$ cat src/rtl/icache_defs.svh
`ifndef ICACHE_DEFS_SVH
`define ICACHE_DEFS_SVH

// byte address width on both the fetch and the memory side
`define ICACHE_ADDR_BITS 32

// one memory beat, also one fetch response word
`define ICACHE_WORD_BITS 32

// line geometry
// 64 byte lines
`define ICACHE_OFFSET_BITS 6
// 128 lines, direct mapped
`define ICACHE_INDEX_BITS 7

// beats per line refill, 32-bit beats
`define ICACHE_LINE_WORDS 16

// uncached window
// address is uncached when (addr & mask) == base
`define ICACHE_UNCACHED_BASE 32'h1000_0000
`define ICACHE_UNCACHED_MASK 32'hF000_0000

`endif

$ cat src/rtl/icache_pkg.sv
`include "icache_defs.svh"

package icache_pkg;

  // byte address, fetch and memory side
  typedef logic [`ICACHE_ADDR_BITS-1:0] addr_t;

  // memory beat or full instruction word
  typedef logic [`ICACHE_WORD_BITS-1:0] word_t;

  // one compressed instruction parcel
  typedef logic [`ICACHE_WORD_BITS/2-1:0] half_t;

  // address split: tag | index | offset
  typedef logic [`ICACHE_ADDR_BITS-`ICACHE_INDEX_BITS-`ICACHE_OFFSET_BITS-1:0] tag_t;
  typedef logic [`ICACHE_INDEX_BITS-1:0] index_t;

  // word position inside a line, also the refill beat count
  typedef logic [$clog2(`ICACHE_LINE_WORDS)-1:0] beat_t;

  // cpu fetch request
  typedef struct packed {
    addr_t addr;
  } fetch_req_t;

  // fetch answer
  // is_wide set for a 32-bit encoding
  typedef struct packed {
    word_t data;
    logic  is_wide;
  } fetch_resp_t;

  // burst read request, len is beats minus one
  typedef struct packed {
    addr_t addr;
    beat_t len;
  } mem_req_t;

  // one read beat from memory
  typedef struct packed {
    word_t data;
    logic  last;
  } mem_beat_t;

  // line store control
  typedef enum logic [1:0] {
    IDLE,
    LOOKUP,
    REFILL,
    RESPOND
  } refill_state_e;

endpackage

$ cat src/rtl/uncached_reader.sv
`timescale 1ns/1ps

module uncached_reader (
  input  logic                    clk,
  input  logic                    rst,
  input  logic                    req_valid_i,
  input  icache_pkg::fetch_req_t  req_i,
  output logic                    req_ready_o,
  output logic                    resp_valid_o,
  output icache_pkg::fetch_resp_t resp_o,
  input  logic                    resp_ready_i,
  output logic                    mem_req_valid_o,
  output icache_pkg::mem_req_t    mem_req_o,
  input  logic                    mem_req_ready_i,
  input  logic                    beat_valid_i,
  input  icache_pkg::mem_beat_t   beat_i,
  output logic                    beat_ready_o
);

  import icache_pkg::*;

  // word-aligned read address
  addr_t addr_q;
  word_t data_q;

  logic  mem_req_valid_q;
  // beat still outstanding
  logic  wait_beat_q;
  logic  resp_valid_q;

  logic  req_fire;
  logic  beat_fire;

  assign req_fire  = req_valid_i && req_ready_o;
  assign beat_fire = beat_valid_i && beat_ready_o;

  always_ff @(posedge clk) begin
    if (rst) begin
      mem_req_valid_q <= 1'b0;
      wait_beat_q     <= 1'b0;
      resp_valid_q    <= 1'b0;
    end else begin
      if (req_fire) begin
        mem_req_valid_q <= 1'b1;
        wait_beat_q     <= 1'b1;
      end else if (mem_req_valid_q && mem_req_ready_i) begin
        mem_req_valid_q <= 1'b0;
      end
      if (beat_fire) begin
        wait_beat_q  <= 1'b0;
        resp_valid_q <= 1'b1;
      end else if (resp_valid_q && resp_ready_i) begin
        resp_valid_q <= 1'b0;
      end
    end
  end

  always_ff @(posedge clk) begin
    if (req_fire) begin
      addr_q <= {req_i.addr[$bits(addr_t)-1:2], 2'b00};
    end
    if (beat_fire) begin
      data_q <= beat_i.data;
    end
  end

  // idle only when nothing is pending on either side
  assign req_ready_o  = !(wait_beat_q || resp_valid_q);
  assign beat_ready_o = wait_beat_q;

  assign mem_req_valid_o = mem_req_valid_q;
  assign mem_req_o.addr  = addr_q;
  assign mem_req_o.len   = '0;

  // whole word returned, no width decode on this path
  assign resp_valid_o   = resp_valid_q;
  assign resp_o.data    = data_q;
  assign resp_o.is_wide = 1'b0;

endmodule

$ cat config.mk
export PLATFORM = sky130hd
export DESIGN_NAME = uncached_reader
export DESIGN_NICKNAME = d
export VERILOG_FILES = /design/src/rtl/icache_pkg.sv /design/src/rtl/uncached_reader.sv
export VERILOG_INCLUDE_DIRS = /design/src /design/src/rtl
export SDC_FILE = /design/constraint.sdc
export NUM_CORES = 1
export LEC_CHECK = 0
export ABC_CLOCK_PERIOD_IN_PS = 2300
export BUFFER_PORTS_ARGS = -buffer_cell sky130_fd_sc_hd__buf_2
export CORE_ASPECT_RATIO = 1.1
export CORE_MARGIN = 2
export CORE_UTILIZATION = 40
export DETAILED_ROUTE_END_ITERATION = 7
export PLACE_DENSITY = 0.75
export SYNTH_ARGS = -nofsm -noshare
export SYNTH_HDL_FRONTEND = slang
export SYNTH_SLANG_ARGS = --single-unit
$ cat constraint.sdc
create_clock -name clk -period 2.3 [get_ports clk]
set_clock_uncertainty 0.15 [all_clocks]
set_input_delay 0.46 -clock clk [delete_from_list [all_inputs] [get_ports clk]]
set_output_delay 0.46 -clock clk [all_outputs]
set_load 0.005 [all_outputs]
==> impl_metrics.json <==
{
  "status": "finished, final reports clean",
  "r2r-end": "addr_q[3]",
  "layout.nets": 300,
  "ir_worst_vdd_mv": 0.518,
  "cts_buffer_depth": 2,
  "worst_slack_ns": 0.662,
  "diodes": 0,
  "fp.dieArea_um2": 5690,
  "period_needed_ns": 1.64,
  "track_usage_pct": 14.9,
  "crit_chain": "or3b_4 -> inv_1 -> buf_4",
  "maxCapViolCount": 0,
  "r2r_cells": 3,
  "cp-startpoint": "resp_valid_o",
  "hold_path_class": "in2reg",
  "vias": 1278,
  "max_freq_mhz": 610,
  "synth-edff-count": 62,
  "syn_area_um2": 2040,
  "drtIter0Drc": 44,
  "initial_utilization_pct": 41.1,
  "ant_nets": 0,
  "synth_top_area_share_pct": 91.2,
  "p_per_area_nw_per_um2": 884,
  "rsz0062_at_grt": "no",
  "area_delta_synth_final_pct": 46.8,
  "setup_tns_ns": 0,
  "h-tree-depth": 3,
  "avgSynthCellArea_um2": 24.3,
  "globalplace.congestion": 0.705,
  "synthMuxAreaShare_pct": 0,
  "vias_per_cell": 4.38,
  "r2r_start": "resp_valid_o",
  "postCtsSetupBuffers": 0,
  "cts_root_buffer": "clkbuf_8",
  "synth_seq_area_share_pct": 94.2,
  "die_h_um": 78.9,
  "wirelength_um": 4070,
  "ys_types": 11,
  "io_buffer_count": 133,
  "start_kind": "register",
  "grt_max_degree": 33,
  "cts_buffers": 9,
  "drv_slew": 0,
  "fillers": 380,
  "synth_common_cells": "edfxtp_1, buf_4, a21oi_1, dfxtp_1",
  "synth.area.top_cells": "edfxtp_1, dfxtp_1, buf_4, a21oi_1, or2b_1",
  "finalSetupViolations": 0,
  "critPathSlowestCell": "or3b_4",
  "synth_seq_cells": 65,
  "drc": 0,
  "row_count": 27,
  "slowest_delay_ns": 0.41,
  "leakage_nw": 1.32,
  "yosys_most_used_dff": "edfxtp_1",
  "rrSetupSlack_ns": 0.66,
  "hpwl_um": 3180,
  "crit_required_ns": 2.14,
  "critPathArrivalTime_ns": 1.48,
  "yosys.area_share.adder_pct": 0,
  "netlist_instances": 84,
  "grt_pass1_wl_um": 5940,
  "die_width_um": 72.1,
  "top_level_ports": 144,
  "yosys_warnings": 0,
  "antenna_found_initial": 0,
  "synth_xor_area_share_pct": 0,
  "cts.hold.buffers_added": 0,
  "fin_crit_sh_pct": 71.2,
  "synth_compound_area_share_pct": 0.736,
  "endpoint_kind": "register",
  "cts_tree": "yes",
  "critPathMaxFanout": 30,
  "wl_per_cell_um": 13.9,
  "grt-ovfl-total": 0,
  "yosysMostFrequentCell": "edfxtp_1",
  "ys_async_sr_fraction_pct": 0,
  "final_hold_viol_count": 0,
  "synth_area_leader_cell": "edfxtp_1",
  "yosys.area_share.simple_pct": 1.96,
  "cts_sinks": 65,
  "grt_pass1_vias": 1295,
  "pre_cts_ws_ns": 0.480,
  "path_class": "reg2reg",
  "coreArea_um2": 4970,
  "clk_pin_slew_worst_paths_ns": 0.07,
  "synth_top_family_by_area": "buffers and inverters",
  "drive_gt1_share_pct": 64.5,
  "detail_route.first_pass.iterations": 4,
  "crit_path_end": "addr_q[3]",
  "clk_latency_ns": 0.33,
  "post_cts_resized": 0
}
worst min path at each step:
stage / startpoint / endpoint / depth (start not counted)
finish: beat_i[16] / data_q[15] / 1
floorplan: mem_req_valid_o / mem_req_valid_o / 2
detailed placement: mem_req_valid_o / mem_req_valid_o / 2
global placement: mem_req_valid_o / mem_req_valid_o / 2
CTS: beat_i[16] / data_q[15] / 1
global route: beat_i[25] / data_q[24] / 1
worst max-delay path, delay by kind of cell (launching register included):
| family | cells | cell delay [ns] |
|---|---|---|
| AND/OR/NAND/NOR | 1 | 0.41 |
| flip-flops | 1 | 0.34 |
| buffers and inverters | 2 | 0.39 |
sequential cells by signal, indices dropped and copies added, names as in the netlist:
name / cells
addr_q: 30
beat_ready_o: 1
data_q: 32
mem_req_valid_o: 1
resp_valid_o: 1
cell usage in the layout (no fill, tap or decap):
cell / n
a21oi_1: 3
buf_2: 133
buf_4: 2
bufinv_16: 3
clkbuf_8: 9
clkinv_1: 1
clkinv_2: 3
conb_1: 7
dfxtp_1: 3
edfxtp_1: 62
inv_1: 2
nand2_1: 1
nand2b_1: 1
nor2_1: 1
or2b_1: 2
or3b_4: 1
cell type report:
| type | count | area (um^2) | share of cell area (%) |
|---|---|---|---|
| Tap cell | 58 | 72.6 | 2.42 |
| Clock buffer | 9 | 124 | 4.13 |
| Clock inverter | 7 | 109 | 3.63 |
| Multi-Input combinational cell | 16 | 81.3 | 2.71 |
| Timing Repair Buffer | 135 | 681 | 22.7 |
| Sequential cell | 65 | 1920 | 64.1 |
| Inverter | 2 | 7.51 | 0.251 |
power by group:
part	internal, mW	switching, mW	total, mW
logic	0.0834	0.0779	0.161
registers	1.37	0.0152	1.38
clock network	0.710	0.393	1.10
layer usage:
layer / vias to the layer above / GRT usage, % / routed length [um]
li1: 595 / - / -
met1: 572 / 15.6 / 1380
met2: 98 / 23.6 / 1970
met3: 13 / 6.98 / 597
met4: 0 / 9.81 / 117
met5: - / 0 / 0
stage by stage:
| stage | total power [mW] | hold WS [ns] | cells | area (um^2) | util [%] |
|---|---|---|---|---|---|
| 2_1_floorplan | 1.46 | 0.310 | 90 | 2060 | - |
| 3_3_place_gp | 1.57 | 0.318 | 276 | 2760 | 55.7 |
| 3_5_place_dp | 1.58 | 0.335 | 276 | 2760 | 55.7 |
| 4_1_cts | 2.69 | 0.135 | 292 | 3000 | 60.3 |
| 5_1_grt | 2.75 | 0.129 | 292 | 3000 | 60.3 |
| 6_report | 2.65 | 0.153 | 292 | 3000 | 60.3 |
kinds of logic after synthesis:
group / Yosys count
DFF: 65
buffers and inverters: 9
and+or+nand+nor: 6
AOI/OAI and AO/OA: 3
other: 1
(Power assumes the default switching activity.)
