`config.mk`:
```
export PLATFORM = sky130hd
export DESIGN_NAME = fetch_router
export DESIGN_NICKNAME = d
export VERILOG_FILES = /design/src/rtl/icache_pkg.sv /design/src/rtl/fetch_router.sv
export VERILOG_INCLUDE_DIRS = /design/src /design/src/rtl
export SDC_FILE = /design/constraint.sdc
export NUM_CORES = 1
export LEC_CHECK = 0
export BUFFER_PORTS_ARGS = -buffer_cell sky130_fd_sc_hd__buf_2
export CORE_AREA = 2 2 127 129
export DETAILED_ROUTE_END_ITERATION = 10
export DIE_AREA = 0 0 129 131
export PLACE_DENSITY_LB_ADDON = 0.05
export SYNTH_ARGS = -nofsm -noshare
export SYNTH_HDL_FRONTEND = slang
export SYNTH_SLANG_ARGS = --single-unit
export TNS_END_PERCENT = 5
```
`constraint.sdc`:
```
create_clock -name clk -period 1.6 [get_ports clk]
set_clock_uncertainty 0.05 [all_clocks]
set_input_delay 0.16 -clock clk [delete_from_list [all_inputs] [get_ports clk]]
set_output_delay 0.16 -clock clk [all_outputs]
set_load 0.1 [all_outputs]
```
`src/rtl/icache_defs.svh`:
```
`ifndef ICACHE_DEFS_SVH
`define ICACHE_DEFS_SVH

// byte address width on both the fetch and the memory side
`define ICACHE_ADDR_BITS 32

// one memory beat, also one fetch response word
`define ICACHE_WORD_BITS 32

// line geometry
// 64 byte lines
`define ICACHE_OFFSET_BITS 6
// 128 lines, direct mapped
`define ICACHE_INDEX_BITS 7

// beats per line refill, 32-bit beats
`define ICACHE_LINE_WORDS 16

// uncached window
// address is uncached when (addr & mask) == base
`define ICACHE_UNCACHED_BASE 32'h1000_0000
`define ICACHE_UNCACHED_MASK 32'hF000_0000

`endif

```
`src/rtl/icache_pkg.sv`:
```
`include "icache_defs.svh"

package icache_pkg;

  // byte address, fetch and memory side
  typedef logic [`ICACHE_ADDR_BITS-1:0] addr_t;

  // memory beat or full instruction word
  typedef logic [`ICACHE_WORD_BITS-1:0] word_t;

  // one compressed instruction parcel
  typedef logic [`ICACHE_WORD_BITS/2-1:0] half_t;

  // address split: tag | index | offset
  typedef logic [`ICACHE_ADDR_BITS-`ICACHE_INDEX_BITS-`ICACHE_OFFSET_BITS-1:0] tag_t;
  typedef logic [`ICACHE_INDEX_BITS-1:0] index_t;

  // word position inside a line, also the refill beat count
  typedef logic [$clog2(`ICACHE_LINE_WORDS)-1:0] beat_t;

  // cpu fetch request
  typedef struct packed {
    addr_t addr;
  } fetch_req_t;

  // fetch answer
  // is_wide set for a 32-bit encoding
  typedef struct packed {
    word_t data;
    logic  is_wide;
  } fetch_resp_t;

  // burst read request, len is beats minus one
  typedef struct packed {
    addr_t addr;
    beat_t len;
  } mem_req_t;

  // one read beat from memory
  typedef struct packed {
    word_t data;
    logic  last;
  } mem_beat_t;

  // line store control
  typedef enum logic [1:0] {
    IDLE,
    LOOKUP,
    REFILL,
    RESPOND
  } refill_state_e;

endpackage

```
`src/rtl/fetch_router.sv`:
```
`timescale 1ns/1ps
`include "icache_defs.svh"

module fetch_router (
  input  logic                    clk,
  input  logic                    rst,
  // cpu side
  input  logic                    fetch_req_valid_i,
  input  icache_pkg::fetch_req_t  fetch_req_i,
  output logic                    fetch_req_ready_o,
  output logic                    fetch_resp_valid_o,
  output icache_pkg::fetch_resp_t fetch_resp_o,
  input  logic                    fetch_resp_ready_i,
  // memory side
  output logic                    mem_req_valid_o,
  output icache_pkg::mem_req_t    mem_req_o,
  input  logic                    mem_req_ready_i,
  input  logic                    mem_beat_valid_i,
  output logic                    mem_beat_ready_o,
  // line store
  output logic                    ls_req_valid_o,
  output icache_pkg::fetch_req_t  ls_req_o,
  input  logic                    ls_req_ready_i,
  input  logic                    ls_resp_valid_i,
  input  icache_pkg::fetch_resp_t ls_resp_i,
  output logic                    ls_resp_ready_o,
  input  logic                    ls_mem_req_valid_i,
  input  icache_pkg::mem_req_t    ls_mem_req_i,
  output logic                    ls_mem_req_ready_o,
  output logic                    ls_beat_valid_o,
  input  logic                    ls_beat_ready_i,
  // uncached reader
  output logic                    uc_req_valid_o,
  output icache_pkg::fetch_req_t  uc_req_o,
  input  logic                    uc_req_ready_i,
  input  logic                    uc_resp_valid_i,
  input  icache_pkg::fetch_resp_t uc_resp_i,
  output logic                    uc_resp_ready_o,
  input  logic                    uc_mem_req_valid_i,
  input  icache_pkg::mem_req_t    uc_mem_req_i,
  output logic                    uc_mem_req_ready_o,
  output logic                    uc_beat_valid_o,
  input  logic                    uc_beat_ready_i
);

  // held low for the first cycle out of reset
  logic init_q;
  // one fetch in flight, owner_uc_q tells which side has it
  logic busy_q;
  logic owner_uc_q;

  logic is_uc;
  logic offer;
  logic ls_own;
  logic uc_own;

  // window decode on the incoming address
  assign is_uc = ((fetch_req_i.addr & `ICACHE_UNCACHED_MASK) == `ICACHE_UNCACHED_BASE);
  assign offer = fetch_req_valid_i && init_q && !busy_q;

  assign ls_own = busy_q && !owner_uc_q;
  assign uc_own = busy_q && owner_uc_q;

  always_ff @(posedge clk) begin
    if (rst) begin
      init_q     <= 1'b0;
      busy_q     <= 1'b0;
      owner_uc_q <= 1'b0;
    end else begin
      init_q <= 1'b1;
      if (fetch_req_valid_i && fetch_req_ready_o) begin
        busy_q     <= 1'b1;
        owner_uc_q <= is_uc;
      end else if (fetch_resp_valid_o && fetch_resp_ready_i) begin
        busy_q <= 1'b0;
      end
    end
  end

  // request steering
  assign ls_req_valid_o    = offer && !is_uc;
  assign uc_req_valid_o    = offer && is_uc;
  assign ls_req_o          = fetch_req_i;
  assign uc_req_o          = fetch_req_i;
  assign fetch_req_ready_o = init_q && !busy_q && (is_uc ? uc_req_ready_i : ls_req_ready_i);

  // response merge
  assign fetch_resp_valid_o = (ls_own && ls_resp_valid_i) || (uc_own && uc_resp_valid_i);
  assign fetch_resp_o       = owner_uc_q ? uc_resp_i : ls_resp_i;
  assign ls_resp_ready_o    = ls_own && fetch_resp_ready_i;
  assign uc_resp_ready_o    = uc_own && fetch_resp_ready_i;

  // memory port goes to the owner only
  assign mem_req_valid_o    = (ls_own && ls_mem_req_valid_i) || (uc_own && uc_mem_req_valid_i);
  assign mem_req_o          = owner_uc_q ? uc_mem_req_i : ls_mem_req_i;
  assign ls_mem_req_ready_o = ls_own && mem_req_ready_i;
  assign uc_mem_req_ready_o = uc_own && mem_req_ready_i;

  assign ls_beat_valid_o  = ls_own && mem_beat_valid_i;
  assign uc_beat_valid_o  = uc_own && mem_beat_valid_i;
  assign mem_beat_ready_o = (ls_own && ls_beat_ready_i) || (uc_own && uc_beat_ready_i);

endmodule

```
==> results.ini <==
[routing]
vias=1936
wire_per_inst_um=14.44
antenna_left=0
first_pass_iters=4
via_per_inst=3.344
wl_mm=8.362
first_iter_violations=17
drc=0

[yosys]
muxShareOfSynthArea=0.5207
yosysSeqAreaShare=0.03828
synth_cell_type_count=19
syn_inst=173
synth-xor-area-share=0
synth-seq-cells=3
synth_area_leader_cell=mux2_2
syn_area_per_cell_um2=9.069
synthSimpleGateAreaFrac=0.06938
netlist_area_mm2=0.001569
synth_compound_area_frac=0.02392
synthAdderAreaFrac=0
yosysWarnings=0
syn_nets=357
yosysTopAreaCellShare=0.4952
synth_area_leaders=mux2_2 (50%), buf_4 (31%), dfxtp_1 (3.8%), mux2i_1 (2.6%), buf_2 (2.2%)
synth_top_family_by_area=multiplexers

[layout]
final_util=0.2669
drive_gt1_frac=0.9477
final_nets=548
synthToLayoutAreaGrowth_pct=165.3
diodes=0
fill_cells=1672

[clock_network]
cts.sinks=3
clock_latency_ps=220
cts_hold_repair.buffers=0
cts_buffer_depth=2
cts_tree=yes
cts_root_buf=clkbuf_16
clkTransAtPathRegs_ps=30
htreeDepth=1
cts_buffers=3

[setup_path]
critPathRequiredTime_ps=1390
ff2ff_path_depth=5
crit_path_cell_trace=buf_6, buf_12, mux2_2, buf_12
crit_path_max_fanout=13
reg2reg_slack_ps=370
cp_slowest_cell=mux2_2
critPathMaxStageDelay_ps=370
startpoint=owner_uc_q
end_kind=primary output
worstReg2RegStart=owner_uc_q
critPathLaunchType=flop
crit_type=reg2out
worstSetupEndpoint=fetch_resp_o[2]
reg2reg_to=busy_q
arrival_ps=1400
path_common_cell=buf_12

[sta]
fin_tns_setup_ps=-76.21
fin_crit_ps=1612
rsz0062_at_grt=yes
final_hold_viol_count=0
worst_pin_slew_ps=485.3
finalCritPeriodShare=1.008
timing.fmax_mhz=620.2
slew_headroom=0.6787
drv_slew=0
finalSetupViolCount=13
fin_ws_ps=-12.44

[global_route]
antenna_found_initial=0
grt_overflow=0
grt_util_all_layers=0.08220
grt_pass1_vias=2008
grt_pass1_wl_mm=10.67
grt_max_degree=20

[status]
status=finished with violations
violations=negative setup slack

[power_and_ir_drop]
peakVddDrop_mv=0.2593
power.density_mw_per_mm2=514.8
leakagePower_nw=1.934

[die]
start_util=0.1006
row_count=46
io_pins=329
fp.coreArea_mm2=0.01560
die_w_um=129
die_area_mm2=0.01690
die_y_um=131

[place]
gp_congestion=0.6917
numPortBuffers=244
dpl.hpwl_mm=7.292
dp_slack_ps=24.37

[hold_path]
whs_path_depth=2
hp-class=in2reg

[run]
drv_cap=0

[worst max-delay path, delay by kind of cell, from the launching register on]
kind | cells | cell delay, ps
buffers and inverters | 3 | 450
DFF | 1 | 350
muxes | 1 | 370
[flip-flops by register name, indices dropped and copies added, names as in the netlist]
name / flops
busy_q: 1
owner_uc_q: 1
init_q: 1
[what timing repair did]
action,in CTS,in global routing
setup buffers,1,3
endpoints found under the hold margin,0,0
endpoints found under the setup margin,73,74
pin swaps,0,0
gates resized for setup,8,25
gates cloned,0,3
[per-layer routing]
layer / global-route usage / share of wire
met5: 0 / 0
met4: 0.02813 / 0.019
met3: 0.02524 / 0.10
met2: 0.1659 / 0.57
met1: 0.07818 / 0.31
[report_power, final]
group          internal, W  switching [W]  total [W]
logic             0.000628        0.00104    0.00167
clock network     0.000329      0.0000661   0.000395
registers        0.0000768     0.00000375  0.0000806
total              0.00103        0.00111    0.00214
[Yosys cell counts]
master,number
mux2i_1,4
a211oi_1,1
mux2_2,69
buf_2,7
nor3b_1,1
nor2b_1,1
and2_1,3
nand3b_1,1
o32ai_2,1
buf_4,65
o21ai_0,1
nand2_1,1
buf_6,1
nor2_1,6
and3_1,3
nor4b_4,1
dfxtp_1,3
a41oi_1,1
inv_1,3
[placed cells by master (no fill, tap or decap)]
master | synthesis | layout
o21ai_0 | 1 | 1
buf_4 | 65 | 2
inv_1 | 3 | 2
a41oi_1 | 1 | 1
dfxtp_4 | 0 | 1
mux2i_1 | 4 | 3
mux2_2 | 69 | 53
a211oi_1 | 1 | 1
clkbuf_16 | 0 | 5
mux2_4 | 0 | 16
and3_1 | 3 | 3
nor2_4 | 0 | 1
buf_12 | 0 | 86
nand3b_1 | 1 | 1
mux2i_4 | 0 | 1
o32ai_2 | 1 | 1
nand2_1 | 1 | 1
nor4b_4 | 1 | 1
nor3b_4 | 0 | 1
nor2b_1 | 1 | 1
buf_6 | 1 | 6
dfxtp_2 | 0 | 1
and2_1 | 3 | 3
inv_2 | 0 | 1
buf_2 | 7 | 163
clkbuf_1 | 0 | 1
nor2_2 | 0 | 5
dfxtp_1 | 3 | 1
[per-stage QoR]
step           power (W)  instances  hold WS, ps  cell area [µm²]
6_report        0.002143        579        100.3             4163
5_1_grt         0.002209        579        121.0             4163
2_1_floorplan   0.001724        173        195.8             1593
3_5_place_dp    0.001738        568        271.0             3867
4_1_cts         0.002147        573        105.8             3985
3_3_place_gp    0.001740        568        271.0             3867
[layout make-up]
type / count / area, µm² / share of cell area
timing repair buffer: 259 / 2670 / 0.6414
inverter: 3 / 11.26 / 0.002705
sequential: 3 / 65.06 / 0.01563
clock buffer: 4 / 78.83 / 0.01894
tap: 216 / 270.3 / 0.06492
multi-input combinational: 94 / 1067 / 0.2564
[worst min path at each step]
stage                                from      endpoint  slack, ps
after global placement    fetch_req_i[25]  ls_req_o[25]        270
after global routing                  rst        busy_q        120
final                      ls_req_ready_i    owner_uc_q        100
after floorplan                       rst        init_q        200
after CTS                  ls_req_ready_i    owner_uc_q        110
after detailed placement  fetch_req_i[25]  ls_req_o[25]        270
[kinds of logic after synthesis]
kind of cell,Yosys count
buffers and inverters,76
muxes,73
and+or+nand+nor,17
AOI/OAI and AO/OA,4
DFF,3
Note: power is estimated with default switching activity, not from simulation.
